`src/cpu_ctl_pkg.sv`:
```
// Control unit package: ROM sizes, sequencing codes, area offsets, ab codes, control word union
`default_nettype none

package cpu_ctl_pkg;

    // Microcode ROM geometry
    localparam int rom_depth = 512;                 // Words in ROM
    localparam int rom_aw    = 9;                   // Microcode address width
    localparam int ctl_w     = 32;                  // Control word width

    // Sequencing field, control bits 23:22
    localparam logic [1:0] seq_fetch     = 2'b00;   // Sync, decode next opcode
    localparam logic [1:0] seq_next      = 2'b01;   // Follow next field
    localparam logic [1:0] seq_finish    = 2'b10;   // Jump to finisher
    localparam logic [1:0] seq_next_save = 2'b11;   // Follow next, load finish ptr

    // Offsets inside the upper half of the ROM
    localparam logic [1:0] area_finish = 2'b10;         // Finishers at 140/1C0
    localparam logic [6:0] area_intr   = 7'b110_0000;   // IRQ at 160, NMI at 1E0

    // Address bus codes, control bits 27:24
    localparam logic [3:0] ab_plus0     = 4'h0;     // AB + 0
    localparam logic [3:0] ab_pc        = 4'h1;     // PC
    localparam logic [3:0] ab_db_ahl_pc = 4'h2;     // {DB, AHL+REG}, store PC
    localparam logic [3:0] ab_zp_reg    = 4'h3;     // {00, DB+REG}
    localparam logic [3:0] ab_plus1_pc  = 4'h4;     // AB + 1, store PC
    localparam logic [3:0] ab_sp_pull   = 4'h5;     // {01, SP+1}
    localparam logic [3:0] ab_branch    = 4'h7;     // Relative branch
    localparam logic [3:0] ab_sp_keep   = 4'h8;     // {01, SP}, keep PC
    localparam logic [3:0] ab_sp_push   = 4'h9;     // {01, SP}, store PC+1
    localparam logic [3:0] ab_db_ahl    = 4'hA;     // {DB, AHL+REG}, keep PC
    localparam logic [3:0] ab_sp        = 4'hB;     // {01, SP}
    localparam logic [3:0] ab_plus1     = 4'hC;     // AB + 1, keep PC
    localparam logic [3:0] ab_zp_inc    = 4'hD;     // {00, DB+REG+1}, keep PC
    localparam logic [3:0] ab_ff_reg    = 4'hF;     // {FF, REG} + 1

    // One control word per cycle, low bits read two ways
    typedef union packed {
        struct packed {                             // Mid-instruction view
            logic       ld_m;                       // Load memory data
            logic [1:0] do_op;                      // Data out op
            logic       we_next;                    // Write enable for next cycle
            logic [3:0] ab;                         // Address bus code
            logic [1:0] seq;                        // Sequencing code
            logic [6:0] reg_op;                     // Register file control
            logic [4:0] fin;                        // Finish pointer
            logic [1:0] ci;                         // Carry-in select
            logic [7:0] nxt;                        // Next address, low 7 used
        } ctl_seq;
        struct packed {                             // Final-cycle view
            logic       ld_m;
            logic [1:0] do_op;
            logic       we_next;
            logic [3:0] ab;
            logic [1:0] seq;
            logic [6:0] reg_op;
            logic [1:0] shift;                      // Shifter op
            logic [2:0] adder;                      // Adder op
            logic [1:0] ci;
            logic [7:0] flags;                      // Flag update select
        } ctl_last;
    } ctl_word_u;

endpackage

`default_nettype wire

```
`src/micro_sequencer.sv`:
```
// Micro sequencer: next ROM address select, finish pointer and registered write enable
`timescale 1ns/100ps
`default_nettype none

module micro_sequencer
    import cpu_ctl_pkg::*;
(
    input  logic              clk,
    input  logic              rst,
    input  logic              rdy,
    input  logic              take_nmi,
    input  logic              take_irq,
    input  logic              d,            // Decimal flag, picks ROM quarter
    input  logic [7:0]        db,           // Opcode byte at fetch
    input  ctl_word_u         ctl,          // Current control word
    output logic [rom_aw-1:0] addr,         // Next micro address
    output logic              sync,
    output logic              we
);

    logic [4:0] fin_q;                      // Saved finisher pointer
    logic [1:0] seq;
    logic       go_next;
    logic       go_finish;
    logic       go_intr;

    assign seq  = ctl.ctl_seq.seq;
    assign sync = (seq == seq_fetch);

    // Selection priority: next, finish, interrupt, fetch
    assign go_next   = (seq == seq_next) || (seq == seq_next_save);
    assign go_finish = (seq == seq_finish);
    assign go_intr   = sync && (take_nmi || take_irq);

    /*
     * Address layout
     *   fetch   0 | opcode
     *   next    1 | D | next[6:0]            100/180
     *   finish  1 | D | 10 | fin             140/1C0
     *   intr    1 | N | 1100000              160/1E0
     */
    always_comb begin
        if (go_next) begin
            addr = {1'b1, d, ctl.ctl_seq.nxt[6:0]};
        end else if (go_finish) begin
            addr = {1'b1, d, area_finish, fin_q};
        end else if (go_intr) begin
            addr = {1'b1, take_nmi, area_intr};     // NMI above IRQ
        end else begin
            addr = {1'b0, db};                      // Opcode decode
        end
    end

    // Finish field shares bits with the ALU, free when seq bit 1 set
    always_ff @(posedge clk) begin
        if (rst) begin
            fin_q <= '0;
        end else if (rdy && seq[1]) begin
            fin_q <= ctl.ctl_seq.fin;
        end
    end

    always_ff @(posedge clk) begin
        if (rst) begin
            we <= 1'b0;
        end else if (rdy) begin
            we <= ctl.ctl_seq.we_next;      // Write happens next cycle
        end
    end

endmodule

`default_nettype wire

```
`config.mk`:
```
export PLATFORM = sky130hd
export DESIGN_NAME = micro_sequencer
export DESIGN_NICKNAME = d
export VERILOG_FILES = /design/src/cpu_ctl_pkg.sv /design/src/micro_sequencer.sv
export SDC_FILE = /design/constraint.sdc
export NUM_CORES = 1
export LEC_CHECK = 0
export ABC_AREA = 1
export ABC_CLOCK_PERIOD_IN_PS = 1820
export BUFFER_PORTS_ARGS = -buffer_cell sky130_fd_sc_hd__buf_2
export CAP_MARGIN = 10
export CORE_MARGIN = 2
export CORE_UTILIZATION = 34
export DETAILED_ROUTE_END_ITERATION = 16
export GPL_TIMING_DRIVEN = 0
export PLACE_DENSITY = 0.93
export SYNTH_ARGS = -nofsm -noshare
export SYNTH_HDL_FRONTEND = slang
export SYNTH_SLANG_ARGS = --single-unit
```
`constraint.sdc`:
```
create_clock -name clk -period 1.82 [get_ports clk]
set_clock_uncertainty 0.1 [all_clocks]
set_input_delay 0.273 -clock clk [delete_from_list [all_inputs] [get_ports clk]]
set_output_delay 0.273 -clock clk [all_outputs]
set_load 0.02 [all_outputs]
```
==> qor.yml <==
floorplan:
  start_util_pct: 36.06
  core_sq_um: 1301
  die_y_microns: 41.15
  dieArea_sq_um: 1693
  core.rowCount: 13
  io_pins: 57
  dieWidth_microns: 41.15
sta:
  max_slew.worst_pin.slew_ps: 180.3
  setup_tns_ps: 0
  grt_setup_unrepaired: "no"
  final-max-slew-violation-count: 0
  min_period_ps: 1435
  setup_viol: 0
  period_share_pct: 78.86
  finalHoldViolations: 0
  relSlewSlack_pct: 87.98
  max_freq_ghz: 0.6967
critical_path:
  crit_chain: "buf_2, inv_1, nand2_1, nand2_4, nand3_1, a21oi_2, buf_2"
  cp-end-kind: "primary output"
  r2r_slack_ps: 1060
  arrival_ps: 1060
  r2r_cells: 2
  cpMostUsedCell: "buf_2"
  required_ps: 1450
  path_class: "input pin to primary output"
  crit_slowest_cell: "buf_2"
  crit_path_start: "take_nmi"
  endpoint: "addr[1]"
  crit_path_start_kind: "input pin"
  r2r_end: "fin_q[2]"
  rr_startpoint: "fin_q[2]"
  cpPeakStageDelay_ps: 170
  crit_family: "buffers and inverters"
  cp.depth: 7
  crit_buf_inv: 3
  worstPathMaxFanout: 6
detailed_routing:
  wl_met1_microns: 418
  dr.pass1.iters: 5
  via_count: 541
  drtIter0Drc: 5
  wl_per_cell_microns: 9.513
  via_per_inst: 4.546
  wl_met3_microns: 80
  routed_wl_microns: 1132
  topRoutingLayerUsed: "met4"
  wl_met2_microns: 624
  ant_nets: 0
  drc_errors: 0
global_routing:
  antenna_found_initial: 0
  grt_max_degree: 9
  grt.total_usage_pct: 15.38
  grt_pass1_vias: 466
  grt_pass1_wl_microns: 1676
  overflow: 0
synth:
  yosys_warnings: 0
  ys_seq_elements: 6
  syn-num-nets: 110
  yosysMostFrequentCell: "nand2_1"
  yosysUniqueCellTypes: 16
  avgSynthCellArea_sq_um: 7.331
  postSynthCellCount: 64
  yosysSeqAreaShare_pct: 25.60
  synthTopCellsByCount: "nand2_1 (14), a21oi_1 (10), nand3_1 (7)"
  synthFlopType: "dfxtp_1"
  synth_edf_count: 0
  yosysTopAreaCellShare_pct: 25.60
  synth.area.top_cells: "dfxtp_1 (26%), nand2_1 (11%), a21oi_1 (11%), a21oi_2 (9.3%), nand3_1 (7.5%)"
  synth_area_leader_cell: "dfxtp_1"
  synth_area_sq_um: 469.2
  synthArstFlopShare_pct: 0
clocking:
  clkLatencyLatePin_ps: 250
  clock-sinks: 6
  post_cts_buffers: 0
  postCtsHoldBufs: 0
  cts_resized: 0
  clk_path_buf_depth: 2
  htree_levels: 1
  clk_pin_slew_ps: 50
  root_buffer: "clkbuf_4"
  cts_tree: "built"
  numCtsBuffers: 3
power:
  cellPowerDensity_nw_per_um2: 589.8
  pwr-share-seq_pct: 34.5
  p_sw_share_pct: 33.02
  leakagePower_nw: 0.3627
  clockPowerShare_pct: 30.4
  power.switching_w: 0.0001355
  intPower_w: 0.0002748
  comb_power_share_pct: 35.1
  ir_drop_mv: 0.3618
place:
  port_buffers: 37
  place_hpwl_microns: 954.4
  routabilityCongestion: 0.6840
final_layout:
  drive_gt1_share_pct: 52.88
  area_growth_pct: 48.27
  finish.utilization_pct: 53.46
  fin_nets: 152
  num_antenna_cells: 0
worst_hold_path:
  hp-class: "input pin to flip-flop"
  whs_path_depth: 2
flow_run:
  maxCapViolations: 0
status:
  outcome: "complete, no violations"
## power groups by stage
stage               Combinational [W]  Clock (W)  Sequential, W
floorplan                   0.0000901          0       0.000145
global placement             0.000143          0       0.000143
detailed placement           0.000145          0       0.000144
CTS                          0.000146   0.000128       0.000141
global route                 0.000159   0.000130       0.000142
finish                       0.000144   0.000125       0.000141
## cells in the final DEF, fill, tap and decap left out, drive strengths merged
master,instances
buf,39
nand2,17
a21oi,15
nand3,8
nor2,7
dfxtp,6
inv,5
clkbuf,3
o22ai,1
o21ai,1
clkinv,1
mux2i,1
## routing by layer
layer | up-vias | global-route usage (%)
met4 | 0 | 9.677
met1 | 223 | 12.94
met2 | 24 | 32.42
met3 | 2 | 1.630
met5 | - | 0
li1 | 292 | -
## per-stage QoR
| stage | instance area [sq um] | worst slack (ps) | hold WS (ps) | total power, W | cells |
|---|---|---|---|---|---|
| 3_5_place_dp | 673.1 | 370.2 | 356.7 | 0.0002890 | 116 |
| 6_report | 695.7 | 384.7 | 153.0 | 0.0004103 | 119 |
| 4_1_cts | 695.7 | 367.1 | 142.5 | 0.0004154 | 119 |
| 3_3_place_gp | 673.1 | 397.7 | 355.8 | 0.0002865 | 116 |
| 2_1_floorplan | 469.2 | 496.7 | 242.1 | 0.0002348 | 64 |
| 5_1_grt | 695.7 | 314.8 | 170.7 | 0.0004312 | 119 |
## area by class of cell
class	instances	area [sq um]
flip-flops and latches	6	120.1
plain buffers	2	22.52
repair buffers	37	185.2
clock buffers	3	22.52
inverters	6	23.77
multi-input cells	50	302.8
fillers	136	605.6
well taps	15	18.77
## state kept, by name, summed over array words and instances (netlist names)
signal and flops:
we 1, fin_q 5
## logic make-up after synthesis
kind of cell    count (synthesis)  synth area share [%]
simple gates                   32                 38.67
compound gates                 17                 23.73
buf+inv                         8                 9.864
flops                           6                 25.60
mux                             1                 2.133
## worst min-delay path by stage
| stage | from | to | slack [ps] |
|---|---|---|---|
| after CTS | rst | fin_q[1] | 140 |
| after global placement | fin_q[1] | fin_q[1] | 360 |
| after detailed placement | fin_q[1] | fin_q[1] | 360 |
| after floorplan | rst | fin_q[0] | 240 |
| after global routing | rst | fin_q[0] | 170 |
| final | rst | fin_q[1] | 150 |
(Power assumes the default switching activity.)
