<file path="src/cpu_ctl_pkg.sv">
// Control unit package: ROM sizes, sequencing codes, area offsets, ab codes, control word union
`default_nettype none

package cpu_ctl_pkg;

    // Microcode ROM geometry
    localparam int rom_depth = 512;                 // Words in ROM
    localparam int rom_aw    = 9;                   // Microcode address width
    localparam int ctl_w     = 32;                  // Control word width

    // Sequencing field, control bits 23:22
    localparam logic [1:0] seq_fetch     = 2'b00;   // Sync, decode next opcode
    localparam logic [1:0] seq_next      = 2'b01;   // Follow next field
    localparam logic [1:0] seq_finish    = 2'b10;   // Jump to finisher
    localparam logic [1:0] seq_next_save = 2'b11;   // Follow next, load finish ptr

    // Offsets inside the upper half of the ROM
    localparam logic [1:0] area_finish = 2'b10;         // Finishers at 140/1C0
    localparam logic [6:0] area_intr   = 7'b110_0000;   // IRQ at 160, NMI at 1E0

    // Address bus codes, control bits 27:24
    localparam logic [3:0] ab_plus0     = 4'h0;     // AB + 0
    localparam logic [3:0] ab_pc        = 4'h1;     // PC
    localparam logic [3:0] ab_db_ahl_pc = 4'h2;     // {DB, AHL+REG}, store PC
    localparam logic [3:0] ab_zp_reg    = 4'h3;     // {00, DB+REG}
    localparam logic [3:0] ab_plus1_pc  = 4'h4;     // AB + 1, store PC
    localparam logic [3:0] ab_sp_pull   = 4'h5;     // {01, SP+1}
    localparam logic [3:0] ab_branch    = 4'h7;     // Relative branch
    localparam logic [3:0] ab_sp_keep   = 4'h8;     // {01, SP}, keep PC
    localparam logic [3:0] ab_sp_push   = 4'h9;     // {01, SP}, store PC+1
    localparam logic [3:0] ab_db_ahl    = 4'hA;     // {DB, AHL+REG}, keep PC
    localparam logic [3:0] ab_sp        = 4'hB;     // {01, SP}
    localparam logic [3:0] ab_plus1     = 4'hC;     // AB + 1, keep PC
    localparam logic [3:0] ab_zp_inc    = 4'hD;     // {00, DB+REG+1}, keep PC
    localparam logic [3:0] ab_ff_reg    = 4'hF;     // {FF, REG} + 1

    // One control word per cycle, low bits read two ways
    typedef union packed {
        struct packed {                             // Mid-instruction view
            logic       ld_m;                       // Load memory data
            logic [1:0] do_op;                      // Data out op
            logic       we_next;                    // Write enable for next cycle
            logic [3:0] ab;                         // Address bus code
            logic [1:0] seq;                        // Sequencing code
            logic [6:0] reg_op;                     // Register file control
            logic [4:0] fin;                        // Finish pointer
            logic [1:0] ci;                         // Carry-in select
            logic [7:0] nxt;                        // Next address, low 7 used
        } ctl_seq;
        struct packed {                             // Final-cycle view
            logic       ld_m;
            logic [1:0] do_op;
            logic       we_next;
            logic [3:0] ab;
            logic [1:0] seq;
            logic [6:0] reg_op;
            logic [1:0] shift;                      // Shifter op
            logic [2:0] adder;                      // Adder op
            logic [1:0] ci;
            logic [7:0] flags;                      // Flag update select
        } ctl_last;
    } ctl_word_u;

endpackage

`default_nettype wire

</file>
<file path="src/ab_op_expand.sv">
// Address bus op expander: 4-bit ab code to 12-bit ABH/ABL control, with backward branch
`timescale 1ns/100ps
`default_nettype none

module ab_op_expand
    import cpu_ctl_pkg::*;
(
    input  logic [3:0]  ab,             // Compressed code
    input  logic        abl_ci,         // ABL carry-in
    input  logic [1:0]  abl_sel,        // ABL source select
    input  logic        cond,           // Branch taken
    input  logic        db_sign,        // Offset sign, DB bit 7
    output logic [11:0] ab_op
);

    logic back;

    assign back = cond & db_sign;       // Taken backward branch

    // Field order: PC/ABH (7), ABL sel (2), ABL op (2), carry-in
    always_comb begin
        case (ab)
            ab_plus0:     ab_op = {7'b001_0110, abl_sel, 2'b11, abl_ci};
            ab_pc:        ab_op = {7'b000_1010, abl_sel, 2'b10, abl_ci};
            ab_db_ahl_pc: ab_op = {7'b111_1110, abl_sel, 2'b01, abl_ci};
            ab_zp_reg:    ab_op = {7'b111_0000, abl_sel, 2'b01, abl_ci};
            ab_plus1_pc:  ab_op = {7'b011_0110, abl_sel, 2'b11, abl_ci};
            ab_sp_pull:   ab_op = {7'b011_0001, abl_sel, 2'b00, abl_ci};
            ab_branch: begin
                if (back) begin
                    ab_op = {7'b011_0111, abl_sel, 2'b11, abl_ci};  // {AB-1, AB}+DB+1
                end else begin
                    ab_op = {7'b011_0110, abl_sel, 2'b11, abl_ci};  // AB + 1
                end
            end
            ab_sp_keep:   ab_op = {7'b000_0001, abl_sel, 2'b00, abl_ci};
            ab_sp_push:   ab_op = {7'b111_0001, abl_sel, 2'b00, abl_ci};
            ab_db_ahl:    ab_op = {7'b001_1110, abl_sel, 2'b01, abl_ci};
            ab_sp:        ab_op = {7'b010_0001, abl_sel, 2'b00, abl_ci};
            ab_plus1:     ab_op = {7'b001_0110, abl_sel, 2'b11, abl_ci};
            ab_zp_inc:    ab_op = {7'b001_0000, abl_sel, 2'b01, abl_ci};
            ab_ff_reg:    ab_op = {7'b000_0011, abl_sel, 2'b00, abl_ci};
            default:      ab_op = 12'h000;                                 // Unused codes idle
        endcase
    end

endmodule

`default_nettype wire

</file>
<file path="config.mk">
export PLATFORM = sky130hd
export DESIGN_NAME = ab_op_expand
export DESIGN_NICKNAME = d
export VERILOG_FILES = /design/src/cpu_ctl_pkg.sv /design/src/ab_op_expand.sv
export SDC_FILE = /design/constraint.sdc
export NUM_CORES = 1
export LEC_CHECK = 0
export ABC_AREA = 0
export BUFFER_PORTS_ARGS = -buffer_cell sky130_fd_sc_hd__clkbuf_2
export CORE_AREA = 5 5 42 44
export DETAILED_ROUTE_END_ITERATION = 8
export DIE_AREA = 0 0 47 49
export PLACE_DENSITY_LB_ADDON = 0.08
export SYNTH_ARGS = -nofsm -noshare
export SYNTH_HDL_FRONTEND = slang
export SYNTH_SLANG_ARGS = --single-unit
export TNS_END_PERCENT = 1
</file>
<file path="constraint.sdc">
create_clock -name vclk -period 0.8
set_clock_uncertainty 0.15 [all_clocks]
set_input_delay 0.04 -clock vclk [all_inputs]
set_output_delay 0.04 -clock vclk [all_outputs]
set_load 0.005 [all_outputs]
</file>
==> impl_metrics.py <==
metrics = {
    "outcome": {
        "outcome": "complete, but fails checks",
        "failed_checks": "negative setup slack",
    },
    "placed_design": {
        "pre_cts_slack_ps": -266,
        "place.gp.congestion": 0.649,
        "dp_hpwl_um": 685,
        "port_buffers": 21,
    },
    "routing": {
        "ant_nets": 0,
        "vias": 376,
        "vias_per_cell": 4.37,
        "routedWlPerCell_um": 9.49,
        "drc": 0,
        "first_pass_iters": 3,
        "drt-initial-drc-count": 2,
        "drt_wl_total_um": 816,
    },
    "setup_path": {
        "crit_arrival_ps": 750,
        "crit_type": "in -> out",
        "startpoint_type": "primary input",
        "worst_setup_path_end_kind": "output pin",
        "cpMaxStageDelayCell": "and2b_2",
        "critPathMaxFanout": 7,
        "worstPathRequired_ps": 610,
        "path_cells": "clkbuf_16 > buf_12 > and2b_2 > o21ai_2 > o2bb2ai_1 > clkbuf_2",
        "slowest_delay_ps": 180,
    },
    "pwr": {
        "p_switching_uw": 119,
        "power.internal_uw": 183,
        "comb_power_share_pct": 100.0,
        "peakVddDrop_uv": 192,
        "switching_share_pct": 39.4,
        "leakagePower_nw": 0.283,
        "power_per_cell_area_mw_per_mm2": 547,
        "power_frac_seq_pct": 0,
        "power_uw": 302,
        "p_clk_share_pct": 0,
    },
    "yosys": {
        "synth_nets": 51,
        "yosys_warnings": 0,
        "synth.yosys.seq_area_share_pct": 0,
        "yosysUniqueCellTypes": 23,
        "yosysTopAreaCell": "buf_6",
        "ys_top_cells_by_count": "6 x a21oi_1, 6 x nor2_1, 3 x and2_1, 3 x buf_6",
        "syn_inst": 42,
        "avgSynthCellArea_um2": 6.38,
        "synth_top_area_share_pct": 12.6,
        "synth.area.top_cells": "buf_6 13%, a21oi_1 11%, nor2_1 8.4%",
        "synth.cell_area_um2": 268,
    },
    "timing": {
        "layout_setup_ws_ps": -145,
        "worstMarginPinSlew_ps": 229,
        "setup_viol_count_final": 12,
        "drv_slew": 0,
        "relSlewSlack_pct": 84.6,
        "final.period_utilization_pct": 118,
        "fmax_mhz": 1060,
        "rsz0062_at_grt": "true",
        "final.min_clock_period_ps": 945,
        "tns_ps": -1070,
        "hold_viol": 0,
        "whs_ps": 210,
    },
    "global_routing": {
        "grt_pass1_wl_um": 1300,
        "grt_pass1_vias": 302,
        "overflow": 0,
        "grt_usage_pct": 6.81,
        "grt_max_degree": 13,
        "grt_antenna_before_repair": 0,
    },
    "clock_tree": {
        "post_cts_buffers": 0,
    },
    "cells_and_area": {
        "fin_nets": 81,
        "area_delta_synth_final_pct": 107,
        "design.seq.count": 0,
        "multi_input_area_um2": 244,
        "final.fill_count": 154,
        "seqCellArea_um2": 0,
        "nClkBuffers": 0,
        "antenna_cells": 0,
        "drive_gt1_share_pct": 58.6,
    },
    "hold_path": {
        "hp-class": "in -> out",
        "holdPathEnd": "ab_op[4]",
        "min_from": "abl_sel[1]",
        "min_delay_path_depth": 3,
    },
    "floorplanning": {
        "rows": 14,
        "start_util_pct": 19.1,
        "core_area_mm2": 0.00140,
        "die_w_um": 47,
        "io_pins": 21,
        "die-area_mm2": 0.00230,
        "die_h_um": 49,
    },
    "run": {
        "cap_viol_max_count": 0,
    },
}
## logic make-up after synthesis
logic type      Yosys count  synth area share (%)
compound gates           15                  34.6
xor+xnor                  2                  6.54
buf+inv                   6                  18.2
mux                       1                  4.21
simple gates             18                  36.5
## final cells by class
cell class / instances / area share [%]
timing repair buffer: 32 / 50.9
multi-input combinational: 36 / 44.1
tap: 16 / 3.62
inverter: 2 / 1.36
## power by group through the flow
stage / registers, mW / logic [mW] / clock network [mW]
2_1_floorplan: 0 / 0.131 / 0
3_3_place_gp: 0 / 0.258 / 0
3_5_place_dp: 0 / 0.257 / 0
4_1_cts: 0 / 0.304 / 0
5_1_grt: 0 / 0.334 / 0
6_report: 0 / 0.302 / 0
## per-stage QoR
step / utilization [%] / instances / cell area (um^2)
after detailed placement: 32.8 / 86 / 459
after CTS: 38.8 / 86 / 544
final: 39.5 / 86 / 553
after global routing: 39.5 / 86 / 553
after global placement: 32.8 / 86 / 459
after floorplan: - / 42 / 268
## critical path, delay by kind of cell
kind | cells | cell delay (ps)
AND/OR/NAND/NOR | 1 | 180
buffers and inverters | 3 | 370
AO/OA/AOI/OAI | 2 | 170
## worst max-delay path by stage
stage                      endpoint  slack, ps  start  cells past startpoint
after floorplan           ab_op[10]         70  ab[3]                      4
after global placement     ab_op[6]       -240  ab[2]                      5
after detailed placement   ab_op[6]       -270  ab[2]                      5
after CTS                  ab_op[6]       -170  ab[2]                      5
after global routing       ab_op[5]       -180  ab[2]                      6
final                      ab_op[5]       -140  ab[2]                      6
## placed cells by master (no fill, tap or decap), drive strengths merged
| master | netlist | final |
|---|---|---|
| clkbuf | 0 | 20 |
| buf | 4 | 12 |
| nor2 | 7 | 7 |
| a21oi | 6 | 6 |
| and2 | 3 | 3 |
| nor3 | 2 | 2 |
| xnor2 | 2 | 2 |
| a21o | 2 | 2 |
| a211oi | 2 | 2 |
| inv | 2 | 2 |
| and2b | 2 | 2 |
| o21ai | 2 | 2 |
| and3b | 1 | 1 |
| o31ai | 1 | 1 |
| mux2 | 1 | 1 |
| nand2b | 1 | 1 |
| a31oi | 1 | 1 |
| o2bb2ai | 1 | 1 |
| nand2 | 1 | 1 |
| nand3 | 1 | 1 |
## layer usage
layer | GRT usage [%] | share of wire (%) | up-vias
li1 | - | - | 203
met1 | 11.1 | 48 | 161
met2 | 10.2 | 44 | 12
met3 | 0.369 | 7.6 | 0
met4 | 0 | 0 | 0
met5 | 0 | 0 | -
## what timing repair did
item,CTS,global route
pin swaps,7,2
endpoints found under the setup margin,12,12
gates cloned,0,0
hold buffers,0,0
gates resized for setup,17,4
Note: power is estimated with default switching activity, not from simulation.
